$ cat src/rtl/isa_pkg.sv
`default_nettype none

package isa_pkg;

	typedef logic [31:0] Inst_t;

	// Instruction field positions
	localparam int OPC_LSB = 26;
	localparam int RS_LSB  = 21;
	localparam int RT_LSB  = 16;
	localparam int RD_LSB  = 11;
	localparam int FN_LSB  = 0;
	localparam int IMM_LSB = 0;
	localparam int IMM_W   = 16;

	// Major opcodes
	localparam logic [5:0] OPC_SPECIAL = 6'h00;
	localparam logic [5:0] OPC_ADDIU   = 6'h09;
	localparam logic [5:0] OPC_ANDI    = 6'h0c;
	localparam logic [5:0] OPC_ORI     = 6'h0d;
	localparam logic [5:0] OPC_XORI    = 6'h0e;
	localparam logic [5:0] OPC_LUI     = 6'h0f;

	// SPECIAL function codes
	localparam logic [5:0] FN_ADDU = 6'h21;
	localparam logic [5:0] FN_SUBU = 6'h23;
	localparam logic [5:0] FN_AND  = 6'h24;
	localparam logic [5:0] FN_OR   = 6'h25;
	localparam logic [5:0] FN_XOR  = 6'h26;
	localparam logic [5:0] FN_NOR  = 6'h27;
	localparam logic [5:0] FN_SLT  = 6'h2a;

	typedef enum logic [3:0] {
		ALU_ADD,
		ALU_SUB,
		ALU_AND,
		ALU_OR,
		ALU_XOR,
		ALU_NOR,
		ALU_SLT,
		ALU_LUI,
		ALU_NONE
	} AluOp_t;

endpackage

`default_nettype wire

$ cat src/rtl/pipe_pkg.sv
`default_nettype none

package pipe_pkg;

	localparam int LANES      = 2;
	localparam int READ_PORTS = 4;
	localparam int REG_COUNT  = 32;

	typedef logic [31:0] Word_t;
	typedef logic [4:0]  RegAddr_t;

	typedef struct packed {
		logic     we;
		RegAddr_t waddr;
		Word_t    wdata;
	} RegWriteReq_t;

	// Operands are already resolved when this leaves decode
	typedef struct packed {
		logic            valid;
		isa_pkg::AluOp_t op;
		Word_t           opa;
		Word_t           opb;
		RegAddr_t        waddr;
		logic            we;
	} DecodedInst_t;

endpackage

`default_nettype wire

$ cat src/rtl/issue_ctrl.sv
`timescale 1ns/1ns
`default_nettype none

module issue_ctrl(
	input  pipe_pkg::DecodedInst_t dec_a,
	input  pipe_pkg::DecodedInst_t dec_b,
	input  pipe_pkg::RegAddr_t     rs_addr_b,
	input  pipe_pkg::RegAddr_t     rt_addr_b,
	input  logic                   rs_used_b,
	input  logic                   rt_used_b,
	output logic                   inst2_taken
);

logic a_writes;
logic rs_hit;
logic rt_hit;

// Register zero never creates a dependence
assign a_writes = dec_a.we && dec_a.waddr != '0;

assign rs_hit = rs_used_b && rs_addr_b == dec_a.waddr;
assign rt_hit = rt_used_b && rt_addr_b == dec_a.waddr;

// Write-write on the same register still pairs
assign inst2_taken = !(dec_b.valid && a_writes && (rs_hit || rt_hit));

always_comb begin
	a_hold_needs_valid: assert final (inst2_taken || dec_a.valid)
		else $error("lane b held back by an invalid lane a");
end

endmodule

`default_nettype wire

$ cat config.mk
export PLATFORM = sky130hd
export DESIGN_NAME = issue_ctrl
export DESIGN_NICKNAME = d
export VERILOG_FILES = /design/src/rtl/isa_pkg.sv /design/src/rtl/pipe_pkg.sv /design/src/rtl/issue_ctrl.sv
export SDC_FILE = /design/constraint.sdc
export NUM_CORES = 1
export LEC_CHECK = 0
export BUFFER_PORTS_ARGS = -buffer_cell sky130_fd_sc_hd__buf_2
export CAP_MARGIN = 20
export CORE_AREA = 4 4 61 63
export DETAILED_ROUTE_END_ITERATION = 16
export DIE_AREA = 0 0 65 67
export PLACE_DENSITY = 0.7
export SLEW_MARGIN = 25
export SYNTH_ARGS = -nofsm -noshare
export SYNTH_HDL_FRONTEND = slang
export SYNTH_SLANG_ARGS = --single-unit
$ cat constraint.sdc
create_clock -name vclk -period 1.67
set_input_delay 0.501 -clock vclk [all_inputs]
set_output_delay 0.501 -clock vclk [all_outputs]
set_load 0.02 [all_outputs]
# Word-level counts from Yosys, hierarchy flattened
# Cells that the tools add are included.
[op_classes] eq_ne=2 n_reduce_logical=8
[ops] op="$eq A5 B5 Y1" n=2
[ops] op="$logic_and A1 B1 Y1" n=5
[ops] op="$reduce_bool A5 Y1" n=1
[ops] op="$logic_not A1 Y1" n=1
[ops] op="$logic_or A1 B1 Y1" n=1
[totals] input_bits=162 reg_bits=0

# Logic depth before layout (Yosys ltp)
[logic_depth] ltp_word=5 ltp_mapped=4

# Worst setup path before layout
# No wires, ideal clock.
[synth_path] kind="in2out" from="input port dec_a[2] (netlist bit)" to="output port inst2_taken" required_time_ps=1169 path_slack_ps=-172 t_arrival_ps=1341 stages=3 cell_sequence="or4_4 o211ai_2 a21o_1"
[synth_between] elab_chain_cells=5
[synth_rtl] element="start: declaration" line_no="issue_ctrl.sv:5" source="input pipe_pkg::DecodedInst_t dec_a,"
[synth_rtl] element="$eq A5 B5 Y1, or another cell as far along" line_no="issue_ctrl.sv:21" source="assign rs_hit = rs_used_b && rs_addr_b == dec_a.waddr;"
[synth_rtl] element="$logic_and A1 B1 Y1 (on tied branches)" line_no="issue_ctrl.sv:21, issue_ctrl.sv:22, issue_ctrl.sv:19"
[synth_rtl] element="$logic_or A1 B1 Y1 or $logic_and A1 B1 Y1 (tied branches)" line_no="issue_ctrl.sv:25" source="assign inst2_taken = !(dec_b.valid && a_writes && (rs_hit || rt_hit));"
[synth_rtl] element="$logic_and A1 B1 Y1 (*)" line_no="issue_ctrl.sv:25"
[synth_rtl] element="$logic_not A1 Y1 (*)" line_no="issue_ctrl.sv:25"
[synth_rtl] element="end: declaration" line_no="issue_ctrl.sv:11" source="output logic inst2_taken"
# Mark *: on every way between the ends. The rest lies on a longest branch, timed or not.

# Worst setup path in the final report
# Ends and elaborated chain as after synthesis.

==> metrics.txt <==
status complete, but fails checks; layout overhead on the synthesized area 135%; Syn Nets 179; count of final hold-check violations 0; Post-CTS Hold Buffers 0; Finished Core Util 0.103; largest net degree at the start of global routing 4; sequential cell count 0; GRT Total Usage 0.0342; slowest stage delay, CP 0.54 ns; final worst slack -0.355 ns; worst slew pin tran 0.265 ns; Chip Height 67 um; Std-Cell Rows 21; Sequential Area 0 um^2; grt total ovfl 0; synth top area cells xor2_1 (50%), xnor2_1 (12%), nor4_1 (8.8%); synth unique cells 7; CP required ~1.2 ns; synthesized area approximately 140 um^2; PortBufs 20; cell count after synthesis 17; post-CTS setup buffers 0; crit path max fanout 2; HP Class input port to output port; die area 4360 um^2; Peak VDD IR 33.7 uV; final setup violation count 1; vias after detailed routing slightly above 200; final-report max-slew violation count 0; max_slew headroom 0.822; Critical Path Sink Type output port; wire per inst 8.51 um; Place WS -0.464 ns; drt first pass iters 2; final net count 203; Final min period 2.03 ns; Starting Density 0.0437; P per Cell Area 188 nW/um^2; critical path's slowest cell or4_4; Critical Path, Cell by Cell buf_2 -> or4_4 -> o211ai_2 -> a21o_1 -> buf_6; DRC 0; max-cap violations 0; sequential fraction of the synthesis area 0; clock buffers 0; vias in the first global route 249; crit start category input port; fmax 494 MHz; gp weighted congestion 0.661; Syn. warnings 0; antenna fix cells 0; Buf+Inv Stages, Crit Path 2; final period utilization 1.21; first-pass GRT wire length about 1200 um; Core Area 3230 um^2; DRT Wirelength 723 um; Leak 0.139 nW; share of cells above drive strength 1 0.667; antenna violations before repair 0; top cell type's share of synthesized area 0.496; Initial DRC Count 1; most area-hungry cell type in the Yosys netlist xor2_1; failing checks setup timing; vias per std cell 2.44; # IOs about 160; Multi-input gate area between 150 and 200 um^2; kind of critical path input port to output port; Avg Inst Size Synth about 8.3 um^2; # fillers between 300 and 400; WP data arrival ~1.5 ns; Top Family by Delay on Critical Path simple AND/OR/NAND/NOR gates; Die W roughly 65 um; RSZ-0062 raised after global routing true; Final ANT Viol Nets 0
worst paths after layout:
path / endpoint / depth (start not counted) / slack (ns) / start
setup / recovery: inst2_taken / 5 / -0.36 / dec_a[2]
hold / removal: inst2_taken / 4 / 1.36 / dec_a[0]
cell usage after synthesis (all sizes together):
cell,instances
xnor2,2
nor4,2
a21o,1
o211ai,1
or4,1
nand3,2
xor2,8
per-stage QoR:
stage | power, mW | setup TNS, ns | hold WS, ns | area [um^2] | cells
final | 0.0626 | -0.355 | 1.36 | 333 | 85
after global routing | 0.0701 | -0.440 | 1.40 | 333 | 85
after CTS | 0.0639 | -0.362 | 1.35 | 333 | 85
after detailed placement | 0.0584 | -0.464 | 1.37 | 314 | 85
after global placement | 0.0576 | -0.500 | 1.37 | 314 | 85
after floorplan | 0.0212 | -0.172 | 1.21 | 141 | 17
layer usage:
layer | wire length [um] | track usage | part of all wire
met1 | 351 | 0.0516 | 0.49
met2 | 305 | 0.0511 | 0.42
met3 | 67 | 0.00843 | 0.093
met4 | 0 | 0 | 0
met5 | 0 | 0 | 0
cell type report:
| cell class | instances | area share |
|---|---|---|
| repair buffers | 22 | 0.365 |
| multi-input cells | 17 | 0.462 |
| well taps | 46 | 0.173 |
kinds of logic after synthesis:
kind of cell     Yosys count  synth area share
AO/OA/AOI/OAI              2             0.142
XOR/XNOR                  10             0.620
AND/OR/NAND/NOR            5             0.239
layout by cell type, fill, tap and decap left out:
cell,synthesis,routed
xnor2_1,2,2
buf_6,0,1
nor4_2,0,2
o211ai_2,1,1
buf_2,0,19
buf_4,0,2
xor2_1,8,8
nand3_1,2,2
or4_4,1,1
a21o_1,1,1
what timing repair did:
| item | 4_1_cts | 5_1_grt |
|---|---|---|
| endpoints found under the setup margin | 1 | 1 |
| pin swaps | 5 | 0 |
| resized for setup | 4 | 0 |
power by group:
group	total [mW]	switching (mW)	internal [mW]
combinational	0.0626	0.0281	0.0345
sequential	0	0	0
clock	0	0	0
total	0.0626	0.0281	0.0345
Note: power is estimated with default switching activity, not from simulation.
