===== config.mk =====
export PLATFORM = sky130hd
export DESIGN_NAME = cpu_id
export DESIGN_NICKNAME = d
export VERILOG_FILES = /design/src/rtl/isa_pkg.sv /design/src/rtl/pipe_pkg.sv /design/src/rtl/cpu_id.sv
export SDC_FILE = /design/constraint.sdc
export NUM_CORES = 1
export LEC_CHECK = 0
export BUFFER_PORTS_ARGS = -buffer_cell sky130_fd_sc_hd__buf_2
export CAP_MARGIN = 20
export CORE_AREA = 2 2 131 133
export DETAILED_ROUTE_END_ITERATION = 8
export DIE_AREA = 0 0 133 135
export SETUP_SLACK_MARGIN = 0.1
export SLEW_MARGIN = 20
export SYNTH_ARGS = -nofsm -noshare
export SYNTH_HDL_FRONTEND = slang
export SYNTH_SLANG_ARGS = --single-unit

===== constraint.sdc =====
create_clock -name vclk -period 2.3
set_input_delay 0.115 -clock vclk [all_inputs]
set_output_delay 0.115 -clock vclk [all_outputs]
set_load 0.05 [all_outputs]

===== src/rtl/isa_pkg.sv =====
`default_nettype none

package isa_pkg;

	typedef logic [31:0] Inst_t;

	// Instruction field positions
	localparam int OPC_LSB = 26;
	localparam int RS_LSB  = 21;
	localparam int RT_LSB  = 16;
	localparam int RD_LSB  = 11;
	localparam int FN_LSB  = 0;
	localparam int IMM_LSB = 0;
	localparam int IMM_W   = 16;

	// Major opcodes
	localparam logic [5:0] OPC_SPECIAL = 6'h00;
	localparam logic [5:0] OPC_ADDIU   = 6'h09;
	localparam logic [5:0] OPC_ANDI    = 6'h0c;
	localparam logic [5:0] OPC_ORI     = 6'h0d;
	localparam logic [5:0] OPC_XORI    = 6'h0e;
	localparam logic [5:0] OPC_LUI     = 6'h0f;

	// SPECIAL function codes
	localparam logic [5:0] FN_ADDU = 6'h21;
	localparam logic [5:0] FN_SUBU = 6'h23;
	localparam logic [5:0] FN_AND  = 6'h24;
	localparam logic [5:0] FN_OR   = 6'h25;
	localparam logic [5:0] FN_XOR  = 6'h26;
	localparam logic [5:0] FN_NOR  = 6'h27;
	localparam logic [5:0] FN_SLT  = 6'h2a;

	typedef enum logic [3:0] {
		ALU_ADD,
		ALU_SUB,
		ALU_AND,
		ALU_OR,
		ALU_XOR,
		ALU_NOR,
		ALU_SLT,
		ALU_LUI,
		ALU_NONE
	} AluOp_t;

endpackage

`default_nettype wire


===== src/rtl/pipe_pkg.sv =====
`default_nettype none

package pipe_pkg;

	localparam int LANES      = 2;
	localparam int READ_PORTS = 4;
	localparam int REG_COUNT  = 32;

	typedef logic [31:0] Word_t;
	typedef logic [4:0]  RegAddr_t;

	typedef struct packed {
		logic     we;
		RegAddr_t waddr;
		Word_t    wdata;
	} RegWriteReq_t;

	// Operands are already resolved when this leaves decode
	typedef struct packed {
		logic            valid;
		isa_pkg::AluOp_t op;
		Word_t           opa;
		Word_t           opb;
		RegAddr_t        waddr;
		logic            we;
	} DecodedInst_t;

endpackage

`default_nettype wire


===== src/rtl/cpu_id.sv =====
`timescale 1ns/1ns
`default_nettype none

module cpu_id(
	input  isa_pkg::Inst_t                              inst,
	input  logic                                        valid,
	input  pipe_pkg::RegWriteReq_t [pipe_pkg::LANES-1:0] ex_wr,
	input  pipe_pkg::RegWriteReq_t [pipe_pkg::LANES-1:0] wb_wr,
	input  pipe_pkg::Word_t                             rdata1,
	input  pipe_pkg::Word_t                             rdata2,
	output pipe_pkg::RegAddr_t                          raddr1,
	output pipe_pkg::RegAddr_t                          raddr2,
	output pipe_pkg::DecodedInst_t                      dec,
	output logic                                        rs_used,
	output logic                                        rt_used
);

logic [5:0] opcode;
logic [5:0] funct;
pipe_pkg::RegAddr_t rs;
pipe_pkg::RegAddr_t rt;
pipe_pkg::RegAddr_t rd;
logic [isa_pkg::IMM_W-1:0] imm;
pipe_pkg::Word_t imm_ext;
isa_pkg::AluOp_t op;
logic is_imm;

assign opcode = inst[isa_pkg::OPC_LSB +: 6];
assign funct  = inst[isa_pkg::FN_LSB +: 6];
assign rs     = inst[isa_pkg::RS_LSB +: 5];
assign rt     = inst[isa_pkg::RT_LSB +: 5];
assign rd     = inst[isa_pkg::RD_LSB +: 5];
assign imm    = inst[isa_pkg::IMM_LSB +: isa_pkg::IMM_W];

assign raddr1 = rs;
assign raddr2 = rt;

// Newest write wins, lane b over lane a within a stage
function automatic pipe_pkg::Word_t pick_source(
	input pipe_pkg::RegAddr_t                          addr,
	input pipe_pkg::Word_t                             file_data,
	input pipe_pkg::RegWriteReq_t [pipe_pkg::LANES-1:0] ex,
	input pipe_pkg::RegWriteReq_t [pipe_pkg::LANES-1:0] wb
);
	pipe_pkg::Word_t data;
	data = file_data;
	for (int i = 0; i < pipe_pkg::LANES; i++) begin
		if (wb[i].we && wb[i].waddr == addr)
			data = wb[i].wdata;
	end
	for (int i = 0; i < pipe_pkg::LANES; i++) begin
		if (ex[i].we && ex[i].waddr == addr)
			data = ex[i].wdata;
	end
	if (addr == '0)
		data = '0;
	return data;
endfunction

always_comb begin
	op     = isa_pkg::ALU_NONE;
	is_imm = 1'b1;
	case (opcode)
		isa_pkg::OPC_SPECIAL: begin
			is_imm = 1'b0;
			case (funct)
				isa_pkg::FN_ADDU: op = isa_pkg::ALU_ADD;
				isa_pkg::FN_SUBU: op = isa_pkg::ALU_SUB;
				isa_pkg::FN_AND:  op = isa_pkg::ALU_AND;
				isa_pkg::FN_OR:   op = isa_pkg::ALU_OR;
				isa_pkg::FN_XOR:  op = isa_pkg::ALU_XOR;
				isa_pkg::FN_NOR:  op = isa_pkg::ALU_NOR;
				isa_pkg::FN_SLT:  op = isa_pkg::ALU_SLT;
				default:          op = isa_pkg::ALU_NONE;
			endcase
		end
		isa_pkg::OPC_ADDIU: op = isa_pkg::ALU_ADD;
		isa_pkg::OPC_ANDI:  op = isa_pkg::ALU_AND;
		isa_pkg::OPC_ORI:   op = isa_pkg::ALU_OR;
		isa_pkg::OPC_XORI:  op = isa_pkg::ALU_XOR;
		isa_pkg::OPC_LUI:   op = isa_pkg::ALU_LUI;
		default:            op = isa_pkg::ALU_NONE;
	endcase
end

// LUI has no register source, immediates have no rt source
assign rs_used = op != isa_pkg::ALU_NONE && op != isa_pkg::ALU_LUI;
assign rt_used = op != isa_pkg::ALU_NONE && !is_imm;

// Only ADDIU sign-extends
assign imm_ext = (opcode == isa_pkg::OPC_ADDIU)
	? {{(32 - isa_pkg::IMM_W){imm[isa_pkg::IMM_W-1]}}, imm}
	: {{(32 - isa_pkg::IMM_W){1'b0}}, imm};

always_comb begin
	dec.valid = valid;
	dec.op    = op;
	dec.opa   = pick_source(rs, rdata1, ex_wr, wb_wr);
	dec.opb   = is_imm ? imm_ext : pick_source(rt, rdata2, ex_wr, wb_wr);
	dec.waddr = is_imm ? rt : rd;
	dec.we    = valid && op != isa_pkg::ALU_NONE;
end

endmodule

`default_nettype wire


* After elaboration in Yosys (flattened, before gate mapping)
Cells that the tools add are included.
W data, S select, Z words.
** Word-level totals
- Bits in latches :: 0
- Logic and storage cells :: 51
- RAM bits :: 0
- Memories :: 0
- Register bits :: 0
- Output and inout bits :: 87
- Bits of input ports :: 249
- ROM bits :: 0
** Cells by class
- Divide/modulo/power cells :: 0
- Add/subtract/negate cells :: 0
- $mul :: 0
- Shift-type cells :: 0
- Reduce and logical (&&, ||, !) cells :: 14
- Order comparisons :: 0
- Equality and inequality tests :: 22
- Muxes and demuxes :: 15
- Bitwise operators :: 0
** Operators by type and width (number)
- $mux W32 :: 12
- $eq A6 B6 Y1 const B :: 7
- $eq A5 B5 Y1 :: 8
- $eq A6 B4 Y1 const B :: 5
- $pmux W4 S7 :: 1
- $pmux W4 S6 :: 1
- $logic_and A1 B1 Y1 :: 11
- $logic_not A5 Y1 :: 2
- $logic_not A6 Y1 :: 1
- $mux W5 :: 1
- $ne A4 B3 Y1 const B :: 1
- $ne A4 B4 Y1 const B :: 1

* Longest topological paths before layout
- Depth after elaboration :: 8
- Depth in mapped cells :: 8

* Worst setup path before layout
OpenSTA, ideal clock, no wires.
- Path type :: input port to output port
- Start point :: in inst[24]
- End point :: out dec[59] (netlist bit)
- Stages on the path :: 7
- Data arrival time :: 2253 ps
- Setup slack :: -68 ps
- Cells stage by stage :: clkbuf_1 > xor2_1 > nor4_4 > and2_1 > buf_2 > o311ai_1 > a31oi_1
** RTL lines
- from (decl) :: line cpu_id.sv:5 : input isa_pkg::Inst_t inst,
- to (decl) :: line cpu_id.sv:13 : output pipe_pkg::DecodedInst_t dec,

==> metrics.txt <==
GRT Residual Overflow 0; WP data arrival 2.01 ns; startpoint types input port; Hold Violations, Final 0; wirelength, routed 25.0 mm; Final TNS setup 0 ns; worst path cell trace buf_2 -> xor2_1 -> nor4_4 -> buf_6 -> buf_6 -> a21boi_0 -> o311ai_2 -> a31oi_2 -> buf_2; largest net degree at the start of global routing 43; die width 133 um; Reg area 0 sq um; Unique masters post-synth 48; register area share after synthesis 0%; DPL Wire Length 19.2 mm; RSZ-0062 raised after global routing yes; Vias 6890; routed len/inst 21.6 um; ANT nets after route 0; synth warn 0; max_cap viols 0; type of the worst min-delay path input port to primary output; initial antenna violation count 4; Levels on crit path 9; critical path startpoint inst[21]; Lkg Pwr 0.00295 uW; first-pass GRT wire length 36.9 mm; CP max stage delay 0.33 ns; Pwr Total 1460 uW; clk_buf instances 0; Multi-input gate area 0.00411 sq mm; Row Count 47; CP delay by family, top buffers and inverters; post-synth net total 908; Peak VDD IR 0.150 mV; Tcrit/Tclk final 92.4%; total I/O pin count 336; clock period minus worst slack 2.13 ns; Worst Setup Path Type input port to primary output; Setup-failing EPs final 0; First DRT Iteration DRCs 590; Post-Synthesis Cells 659; worst slew pin tran 0.532 ns; DRC 0; Hold-fix buffers, CTS 0; RePlAce Congestion 0.929; slowest cell on the critical path o311ai_2; Netlist Area Pre-Place 0.00420 sq mm; share of layout cells above drive strength 1 48.6%; pwr dens 223 mW/mm^2; Initial Util 25.6%; Crit. End Element primary output; die height 135 um; status complete, no violations; Core Box Area 0.0164 sq mm; slew margin rel. 64.5%; total track usage 25.5%; Peak Freq 470 MHz; Required @ worst endpoint 2.18 ns; Pre-antenna DRT Iters 6; vias in the first global route 6631; full die area 0.0180 sq mm; HP Start valid; CP Buf/Inv Count 4; WHS Path Cells 2; synthesis-to-layout area growth 55.8%; fin nets 1187; Syn Area/Cell 6.38 sq um; peak fanout along the critical path 22; num sequential 0; fillers 1746; port bufs 336; Vias/cell 5.94; max-slew violations 0
## power breakdown
group	switching, uW	internal [uW]	total [uW]
logic	943	517	1460
clock network	0	0.000233	0.000233
registers	0	0	0
## repair_timing
| item | 4_1_cts | 5_1_grt |
|---|---|---|
| resized for setup | 0 | 15 |
| endpoints found under the setup margin | 0 | 42 |
| setup buffers | 0 | 1 |
## placed cells by master, fill, tap and decap left out, drive strengths merged, types with 2 or more instances in the layout
cell and count:
buf 372, o21ai 83, nand2 53, nand3 53, and3 35, a31oi 33, nand3b 32, a21boi 32
o311ai 32, xor2 21, nor3 19, xnor2 19, a211o 17, a21o 16, a311oi 16, a221oi 16
a32oi 16, o221a 16, nor2 12, nor4 6, inv 5, mux2 5, clkbuf 5, diode 4
nand4 4, and2 3, o22ai 2, or2 2, nor2b 2
## per-layer routing
layer	global-route usage, %	wire (um)
met4	8.54	765
met3	4.43	2350
met2	46.5	12300
met1	30.2	9620
met5	0	0
## area by class of cell
type,instances,area share [%]
Antenna cell,4,0.153
Inverter,5,0.287
Multi-Input combinational cell,554,62.7
Tap cell,220,4.20
Timing Repair Buffer,377,32.6
## cell families after synthesis
group                     synth area share [%]
AOI/OAI and AO/OA                         49.4
xor gates and xnor gates                  8.34
muxes                                     1.58
and+or+nand+nor                           29.2
buffers and inverters                     11.5
## synth_stat cells, types with 11 or more instances
library cell,instances,area (sq um)
a311oi_1,16,140
buf_2,30,150
o311ai_1,32,280
nand3b_1,32,240
a21o_1,16,120
nand3_1,53,265
nand2_1,53,199
a211o_1,17,149
and3_1,35,219
xor2_1,21,184
nor3_1,19,95.1
clkbuf_1,53,199
a21boi_0,28,210
o21ai_0,80,400
a32oi_1,16,140
buf_4,11,82.6
a221oi_1,16,140
xnor2_1,19,166
a31oi_1,33,206
nor2_1,12,45.0
## through the flow
| stage | area [sq um] | utilization (%) | instances | setup WS, ns | hold slack [ns] |
|---|---|---|---|---|---|
| finish | 6550 | 39.9 | 1160 | 0.174 | 0.535 |
| global route | 6550 | 39.9 | 1160 | 0.0752 | 0.539 |
| detailed placement | 6440 | 39.2 | 1154 | 0.120 | 0.535 |
| floorplan | 4510 | - | 659 | 0.0939 | 0.397 |
| CTS | 6440 | 39.2 | 1154 | 0.109 | 0.535 |
| global placement | 6440 | 39.2 | 1154 | 0.0742 | 0.534 |
## worst paths after layout
| kind | end | slack [ns] |
|---|---|---|
| worst min-delay path | dec[74] | 0.54 |
| worst max-delay path | dec[40] | 0.17 |
(Power assumes the default switching activity.)
