==> src/rtl/isa_pkg.sv <==
`default_nettype none

package isa_pkg;

	typedef logic [31:0] Inst_t;

	// Instruction field positions
	localparam int OPC_LSB = 26;
	localparam int RS_LSB  = 21;
	localparam int RT_LSB  = 16;
	localparam int RD_LSB  = 11;
	localparam int FN_LSB  = 0;
	localparam int IMM_LSB = 0;
	localparam int IMM_W   = 16;

	// Major opcodes
	localparam logic [5:0] OPC_SPECIAL = 6'h00;
	localparam logic [5:0] OPC_ADDIU   = 6'h09;
	localparam logic [5:0] OPC_ANDI    = 6'h0c;
	localparam logic [5:0] OPC_ORI     = 6'h0d;
	localparam logic [5:0] OPC_XORI    = 6'h0e;
	localparam logic [5:0] OPC_LUI     = 6'h0f;

	// SPECIAL function codes
	localparam logic [5:0] FN_ADDU = 6'h21;
	localparam logic [5:0] FN_SUBU = 6'h23;
	localparam logic [5:0] FN_AND  = 6'h24;
	localparam logic [5:0] FN_OR   = 6'h25;
	localparam logic [5:0] FN_XOR  = 6'h26;
	localparam logic [5:0] FN_NOR  = 6'h27;
	localparam logic [5:0] FN_SLT  = 6'h2a;

	typedef enum logic [3:0] {
		ALU_ADD,
		ALU_SUB,
		ALU_AND,
		ALU_OR,
		ALU_XOR,
		ALU_NOR,
		ALU_SLT,
		ALU_LUI,
		ALU_NONE
	} AluOp_t;

endpackage

`default_nettype wire

==> src/rtl/pipe_pkg.sv <==
`default_nettype none

package pipe_pkg;

	localparam int LANES      = 2;
	localparam int READ_PORTS = 4;
	localparam int REG_COUNT  = 32;

	typedef logic [31:0] Word_t;
	typedef logic [4:0]  RegAddr_t;

	typedef struct packed {
		logic     we;
		RegAddr_t waddr;
		Word_t    wdata;
	} RegWriteReq_t;

	// Operands are already resolved when this leaves decode
	typedef struct packed {
		logic            valid;
		isa_pkg::AluOp_t op;
		Word_t           opa;
		Word_t           opb;
		RegAddr_t        waddr;
		logic            we;
	} DecodedInst_t;

endpackage

`default_nettype wire

==> src/rtl/cpu_ex.sv <==
`timescale 1ns/1ns
`default_nettype none

module cpu_ex(
	input  logic                   clk,
	input  logic                   arst_n,
	input  pipe_pkg::DecodedInst_t dec,
	input  logic                   issue,
	output pipe_pkg::RegWriteReq_t ex_wr
);

logic idex_valid;
logic idex_we;
isa_pkg::AluOp_t idex_op;
pipe_pkg::Word_t idex_opa;
pipe_pkg::Word_t idex_opb;
pipe_pkg::RegAddr_t idex_waddr;
pipe_pkg::Word_t result;

// ID/EX control
always_ff @(posedge clk or negedge arst_n) begin
	if (!arst_n) begin
		idex_valid <= 1'b0;
		idex_we    <= 1'b0;
	end else begin
		idex_valid <= dec.valid && issue;
		idex_we    <= dec.we && issue;
	end
end

// ID/EX payload
always_ff @(posedge clk) begin
	idex_op    <= dec.op;
	idex_opa   <= dec.opa;
	idex_opb   <= dec.opb;
	idex_waddr <= dec.waddr;
end

always_comb begin
	case (idex_op)
		isa_pkg::ALU_ADD: result = idex_opa + idex_opb;
		isa_pkg::ALU_SUB: result = idex_opa - idex_opb;
		isa_pkg::ALU_AND: result = idex_opa & idex_opb;
		isa_pkg::ALU_OR:  result = idex_opa | idex_opb;
		isa_pkg::ALU_XOR: result = idex_opa ^ idex_opb;
		isa_pkg::ALU_NOR: result = ~(idex_opa | idex_opb);
		isa_pkg::ALU_SLT: result = {31'b0, $signed(idex_opa) < $signed(idex_opb)};
		isa_pkg::ALU_LUI: result = {idex_opb[isa_pkg::IMM_W-1:0], {isa_pkg::IMM_W{1'b0}}};
		default:          result = '0;
	endcase
end

// Writes to r0 are dropped here, not downstream
assign ex_wr.we    = idex_valid && idex_we && idex_waddr != '0;
assign ex_wr.waddr = idex_waddr;
assign ex_wr.wdata = result;

a_invalid_entry_no_we: assert property (
	@(posedge clk) disable iff (!arst_n)
	!idex_valid |-> !idex_we
) else $error("write enable set on an invalid ID/EX entry");

endmodule

`default_nettype wire

==> config.mk <==
export PLATFORM = sky130hd
export DESIGN_NAME = cpu_ex
export DESIGN_NICKNAME = d
export VERILOG_FILES = /design/src/rtl/isa_pkg.sv /design/src/rtl/pipe_pkg.sv /design/src/rtl/cpu_ex.sv
export SDC_FILE = /design/constraint.sdc
export NUM_CORES = 1
export LEC_CHECK = 0
export BUFFER_PORTS_ARGS = -buffer_cell sky130_fd_sc_hd__clkbuf_2
export CORE_MARGIN = 4
export CORE_UTILIZATION = 56
export CTS_CLUSTER_DIAMETER = 100
export DETAILED_ROUTE_END_ITERATION = 16
export PLACE_DENSITY = 0.8
export SLEW_MARGIN = 20
export SYNTH_ARGS = -nofsm -noshare
export SYNTH_HDL_FRONTEND = slang
export SYNTH_SLANG_ARGS = --single-unit
==> constraint.sdc <==
create_clock -name clk -period 4.8 [get_ports clk]
set_input_delay 0.48 -clock clk [delete_from_list [all_inputs] [get_ports clk]]
set_output_delay 0.48 -clock clk [all_outputs]
set_load 0.01 [all_outputs]
=== Word level (Yosys, flattened, before mapping) ===
Index checks and enable logic that the tools add are counted.

* Flip-flop bits (word level): 75

* Equal/unequal tests: 7
* Bitwise gates (word level): 4
* Reductions and logical operators: 6
* Add/sub/neg operators: 2
* Mux-type cells: 1
* Magnitude comparators: 1

{| class="wikitable"
|+ Operators by type and width
! operator !! number
|-
| $pmux 32 s8 || 1
|-
| $add 32x32->32 || 1
|-
| $and 32x32->32 || 1
|-
| $lt 32x32->1 || 1
|-
| $not 32->32 || 1
|-
| $or 32x32->32 || 1
|-
| $sub 32x32->32 || 1
|-
| $xor 32x32->32 || 1
|-
| $eq 4x3->1 const B || 4
|-
| $eq 4x2->1 const B || 2
|-
| $reduce_bool 5->1 || 1
|-
| $eq 4x1->1 const B || 1
|-
| $logic_and 1x1->1 || 4
|-
| $logic_not 4->1 || 1
|}

=== Longest topological paths before layout ===
Gate-level depths: netlist of run 1.

* Depth in word-level cells: 3
* Depth in mapped cells: 12
* Mapped depth without buffers: 12

=== Worst setup path before layout of run 1 ===
No wires, ideal clock.

* Path type: register to output
* Start point: reg idex_opb[0]
* End point: out ex_wr[30] (netlist bit)
* Arrival: 3002 ps
* Cell stages (with the launch flop): 13
* Slack: 1318 ps
* Cells stage by stage: dfxtp_1 ha_1 inv_1 fa_1 and2b_1 o31ai_1 a21boi_2 a21bo_1 a41oi_2 o311a_1 o211a_1 or4b_1 nand4_1

{| class="wikitable"
|+ RTL lines
! item !! line !! RTL
|-
| start, declared || cpu_ex.sv:16 || <nowiki>pipe_pkg::Word_t idex_opb;</nowiki>
|-
| start signal, assigned || cpu_ex.sv:35 || <nowiki>idex_opb <= dec.opb;</nowiki>
|-
| end, declared || cpu_ex.sv:9 || <nowiki>output pipe_pkg::RegWriteReq_t ex_wr</nowiki>
|}

==> results of run 1 <==
==> registers in the layout, summed over array words and instances (netlist names) <==
| register | cells |
|---|---|
| idex_we | 1 |
| idex_valid | 1 |
| idex_op | 4 |
| idex_opb | 32 |
| idex_opa | 32 |
| idex_waddr | 5 |
==> area by class of cell <==
class,instances,area [um2],area share
inverters,98,368,0.0475
flip-flops and latches,75,1510,0.195
clock inverters,6,73.8,0.00953
clock buffers,10,229,0.0295
repair buffers,124,646,0.0833
multi-input cells,681,4740,0.611
well taps,147,184,0.0237
==> power by group through the flow <==
| stage | Clock (mW) | Sequential, mW | Combinational [mW] |
|---|---|---|---|
| 2_1_floorplan | 0 | 0.692 | 0.436 |
| 3_3_place_gp | 0 | 0.702 | 0.613 |
| 3_5_place_dp | 0 | 0.703 | 0.615 |
| 4_1_cts | 0.708 | 0.690 | 0.621 |
| 5_1_grt | 0.735 | 0.694 | 0.698 |
| 6_report | 0.694 | 0.690 | 0.641 |
==> how the worst min path moves through the flow <==
stage / start / end / slack (ps) / cells past startpoint
final: dec[42] / idex_opa[4]$_DFF_P_ / 220 / 1
after global routing: dec[33] / idex_opb[27]$_DFF_P_ / 210 / 1
after CTS: dec[33] / idex_opb[27]$_DFF_P_ / 210 / 1
after detailed placement: arst_n / idex_valid$_DFF_PN0_ / 270 / 1
after global placement: arst_n / idex_valid$_DFF_PN0_ / 270 / 1
after floorplan: arst_n / idex_valid$_DFF_PN0_ / 180 / 0
==> layout by cell type, fill, tap and decap left out, types with 4 or more instances in the layout <==
master / count
mux2i_1: 6
xnor2_1: 9
o2111ai_1: 4
nand3_1: 11
a211o_1: 5
and2_1: 4
clkbuf_2: 115
o221ai_1: 4
ha_1: 102
o211a_1: 6
o31ai_1: 7
a221o_1: 8
nand2_1: 67
o21ai_0: 77
nor4_1: 6
o22ai_1: 7
and3_1: 6
a221oi_1: 26
nand4_1: 7
o211ai_1: 13
nor2_1: 77
a211oi_1: 6
a31oi_1: 10
a21o_1: 16
a21oi_1: 80
clkbuf_16: 9
dfxtp_1: 73
o21bai_1: 13
buf_4: 8
o21a_1: 5
nand2b_1: 12
or3_1: 12
inv_1: 97
nor3_1: 23
==> through the flow <==
step	std cells	cell area, um2	setup WS [ps]
after floorplan	902	6810	1320
after global placement	1124	7440	930
after detailed placement	1124	7440	827
after CTS	1141	7750	409
after global routing	1141	7750	178
final	1141	7750	368
==> cells by family after synthesis <==
kind of cell	after synthesis
flip-flops	75
XOR/XNOR	9
adder cells (fa/ha/maj)	104
AO/OA/AOI/OAI	319
multiplexers	6
buffers and inverters	146
AND/OR/NAND/NOR	243
==> worst max-delay path, cell delays in order (launching register included) <==
cell and delay [ps]:
dfxtp_1 410, ha_1 240, inv_1 80, fa_1 400
and2b_1 230, o31ai_1 130, a21boi_2 260, a21bo_1 180
a41oi_2 180, o311a_1 470, o211a_1 260, or4b_1 500
nand4_1 110, clkbuf_2 130
==> repair_timing <==
item | 4_1_cts | 5_1_grt
endpoints found under the hold margin | 2 | 0
hold buffers | 1 | 0
resized for setup | 0 | 0
==> per-layer routing <==
metal | vias to the layer above | GRT usage | wire length, um
li1 | 3396 | - | -
met1 | 3319 | 0.418 | 9410
met2 | 455 | 0.465 | 9580
met3 | 60 | 0.0699 | 2350
met4 | 0 | 0.101 | 641
met5 | - | 0 | 0
==> flow_summary.ini, run 1 <==
[run_status]
status = complete, no violations

[synthesis]
synth.yosys.seq_area_share = 0.222
number_of_warning_messages_in_the_yosys_log = 0
netlist_top_cells_count = ha_1, inv_1, a21oi_1
yosys-top-cells-area = dfxtp_1, ha_1, a21oi_1
async_reset_ff_frac = 0.0267
synth_top_family_by_area = compound AO/OA/AOI/OAI gates
syn-cell-area_mm2 = 0.00681
synthCells = 902
synthDominantCellAreaShare = 0.215
post_synth.cell_area_avg_um2 = 7.55
xor_and_xnor_area_share_after_synthesis = 0.0116
synth-seq-cells = 75
yosys.cell_count.top_type = ha_1
share_of_the_synthesized_area_in_compound_gates_ao_oa_aoi_oai = 0.312
syn-num-nets = 1084
yosysUniqueCellTypes = 72
postSynth.topFlopCell = dfxtp_1
post_synth_mux_area_share = 0.00882
yosys.area_share.simple = 0.168
cell_accounting_for_the_most_synthesized_area = dfxtp_1
number_of_synthesized_flops_with_an_enable_pin = 0
yosys.area_share.adder = 0.193

[timing]
maxSlewHeadroom = 0.373
rsz0062_at_grt = false
finalCritPeriodShare = 0.923
timing.setup.tns_ps = 0
timing_worst_slew_pin_value_ps = 937
report.final.hold_viol_count = 0
final_worst_hold_slack_ps = 220
timing.fmax_mhz = 226
final-max-slew-violation-count = 0
finalSetupViolations = 0
fin_crit_period_ps = 4430

[global_routing]
grt_pass1_wl_um = 34200
grt-ovfl-total = 0
first_global_vias = 6527
antenna_found_initial = 0
groute.usage.overall = 0.303
pin_count_of_the_biggest_net_entering_global_routing = 33

[worst_setup_path]
worstPathRequired_ps = 4320
cp.arrival_ps = 3950
timing.critical_path.fanout_max = 5
timing.critical_path.to_type = primary output
launch_point_of_the_critical_path = idex_opb[0]$_DFF_P_
startpoint_type = flip-flop
crit_path_end = ex_wr[30]
setup.worst_path.class = reg2out

[hold_path]
timing.hold.worst.class = in2reg

[final_layout]
antenna_cells = 0
area_growth_syn_to_layout_pct = 13.8
final_nets = 1171
layout-drive-gt1-share = 0.153
fillers = 1113
finish.utilization = 0.648

[die]
starting_utilization_of_the_core_area = 0.569
fp.dieW_um = 118
rows = 40
core_mm2 = 0.0120
die-area_mm2 = 0.0140
pin_count = 116
die_y_um = 118

[clocking]
cts.clk_slew.worst_paths_ps = 70
clock_tree.htree_level_count = 3
clk_path_buf_depth = 2
root_buffer = clkbuf_16
tritoncts = done
inserted_clock_buffers = 9
total_clock_sinks = 75
post-cts-setup-buffer-count = 0

[pwr]
power.density_mw_per_mm2 = 261
max-vdd-ir-drop_uv = 300
power.leakage_nw = 3.78
power.share.sequential = 0.341
power_switching_mw = 0.714
swShare = 0.353
cell_internal_pwr_mw = 1.31
power.share.clock = 0.343
power_mw = 2.03
p_comb_frac = 0.316

[detailed_routing]
dr_wl_cell_um = 19.3
drc_errors = 0
drt-total-wl_um = 22000
postRouteAntennaNets = 0
post_drt_via_cell_ratio = 6.34
route.vias.total = 7230
detail_route.first_pass.iterations = 6
drt_iter0_drc = 919

[run]
maxCapViolations = 0

[place]
dp_hpwl_um = 16100
io_buffers = 115
place_congestion = 1.02
Power figures use the tool's default switching activity.
==> run 2, diff against run 1 <==
--- a/config.mk
+++ b/config.mk
@@ -8,6 +8,7 @@
 export BUFFER_PORTS_ARGS = -buffer_cell sky130_fd_sc_hd__clkbuf_2
 export CORE_MARGIN = 4
 export CORE_UTILIZATION = 56
+export CTS_BUF_LIST = sky130_fd_sc_hd__clkbuf_16
 export CTS_CLUSTER_DIAMETER = 100
 export DETAILED_ROUTE_END_ITERATION = 16
 export PLACE_DENSITY = 0.8
==> constraint.sdc (replaced) <==
create_clock -name clk -period 4.4 [get_ports clk]
set_input_delay 0.44 -clock clk [delete_from_list [all_inputs] [get_ports clk]]
set_output_delay 0.44 -clock clk [all_outputs]
set_load 0.01 [all_outputs]
==> flow_summary.ini, run 2 (synthesis results as in run 1) <==
[run]
maxCapViolations = 0

[final_layout]
antenna_cells = 0
layout-drive-gt1-share = 0.157
final_standard_cell_count_with_taps_included_and_fillers_excluded = 1144
layout_common_cells = clkbuf_2, ha_1, inv_1, a21oi_1
final_common_cell = clkbuf_2
area_growth_syn_to_layout_pct = 14.3
final_nets = 1174
reg_top3 = idex_opa: 32 flops, idex_opb: 32 flops, idex_waddr: 5 flops

[place]
placed_cells = 1126
io_buffers = 115
dp_hpwl_um = 16200
place_congestion = 1.03

[run_status]
status = complete, no violations

[pwr]
power.density_mw_per_mm2 = 284
power.leakage_nw = 3.81
max-vdd-ir-drop_uv = 321

[clocking]
clk_path_buf_depth = 2
inserted_clock_buffers = 9
cts.clk_slew.worst_paths_ps = 70
root_buffer = clkbuf_16
clock_tree.htree_level_count = 3
total_clock_sinks = 75
tritoncts = done

[die]
starting_utilization_of_the_core_area = 0.569
die-area_mm2 = 0.0140
die_y_um = 118
pin_count = 116
core_mm2 = 0.0120
rows = 40
fp.dieW_um = 118

[timing]
report.final.hold_viol_count = 0
maxSlewHeadroom = 0.414
timing.setup.tns_ps = 0
rsz0062_at_grt = false
finalCritPeriodShare = 0.971
timing_worst_slew_pin_value_ps = 879
final-max-slew-violation-count = 0
timing.fmax_mhz = 234
finalSetupViolations = 0
fin_crit_period_ps = 4270

[global_routing]
pin_count_of_the_biggest_net_entering_global_routing = 33
grt-ovfl-total = 0
grt_pass1_wl_um = 34600
antenna_found_initial = 0
groute.usage.overall = 0.304
first_global_vias = 6716

[worst_setup_path]
startpoint_type = flip-flop
worstPathRequired_ps = 3960
timing.critical_path.fanout_max = 5
timing.critical_path.to_type = primary output
setup.worst_path.class = reg2out
cp.arrival_ps = 3830

[detailed_routing]
detail_route.first_pass.iterations = 5
dr_wl_cell_um = 19.0
route.vias.total = 7175
post_drt_via_cell_ratio = 6.27
drt_iter0_drc = 706
postRouteAntennaNets = 0
drt-total-wl_um = 21700
drc_errors = 0

[hold_path]
timing.hold.worst.class = in2reg
[run 2: power breakdown]
group | leakage, nW | switching [mW] | internal, mW | total (mW)
registers | 0.642 | 0.0366 | 0.717 | 0.753
clock network | 0.144 | 0.313 | 0.443 | 0.756
logic | 3.02 | 0.431 | 0.270 | 0.701
[run 2: cell type report]
class | instances | area, um2
inverter | 98 | 368
clock inverter | 7 | 75.1
fill | 1104 | 4180
timing repair buffer | 127 | 668
clock buffer | 9 | 225
multi-input combinational | 681 | 4750
tap | 147 | 184
sequential | 75 | 1510
[run 2: path summary, 6_finish.rpt]
check | startpoint | end | slack (ps) | cells past startpoint
worst max-delay path | idex_opb[0]$_DFF_P_ | ex_wr[30] | 130 | 13
worst min-delay path | dec[43] | idex_opa[5]$_DFF_P_ | 180 | 1
max in group asynchronous | arst_n | idex_valid$_DFF_PN0_ | 3900 | 2
min in group asynchronous | arst_n | idex_we$_DFF_PN0_ | 410 | 2
[run 2: critical path, cell delays in order, from the launching register on]
cell and delay, ps:
dfxtp_1 400, ha_1 230, inv_1 60, fa_1 390, and2b_1 240, o31ai_1 140, a21boi_2 250, a21bo_1 180
a41oi_2 180, o311a_1 400, o211a_1 260, or4b_1 490, nand4_1 110, clkbuf_2 130
[run 2: timing repair]
item,CTS,global route
hold endpoints to repair,2,0
setup buffers,0,1
gates resized for setup,0,2
setup endpoints to repair,0,2
hold buffers,1,0
[run 2: metal layers]
| layer | part of all wire | global-route usage |
|---|---|---|
| met1 | 0.43 | 0.418 |
| met2 | 0.43 | 0.463 |
| met3 | 0.10 | 0.0732 |
| met4 | 0.034 | 0.112 |
| met5 | 0 | 0 |
[run 2: metrics by stage]
stage / instance area, um2 / util / hold slack, ps / setup slack, ps / total power, mW
floorplan: 6810 / - / 144 / 958 / 1.23
global placement: 7450 / 0.623 / 227 / 554 / 1.43
detailed placement: 7450 / 0.623 / 228 / 503 / 1.44
CTS: 7760 / 0.649 / 172 / 89.3 / 2.20
global route: 7780 / 0.651 / 170 / 4.30 / 2.32
finish: 7780 / 0.651 / 176 / 126 / 2.21
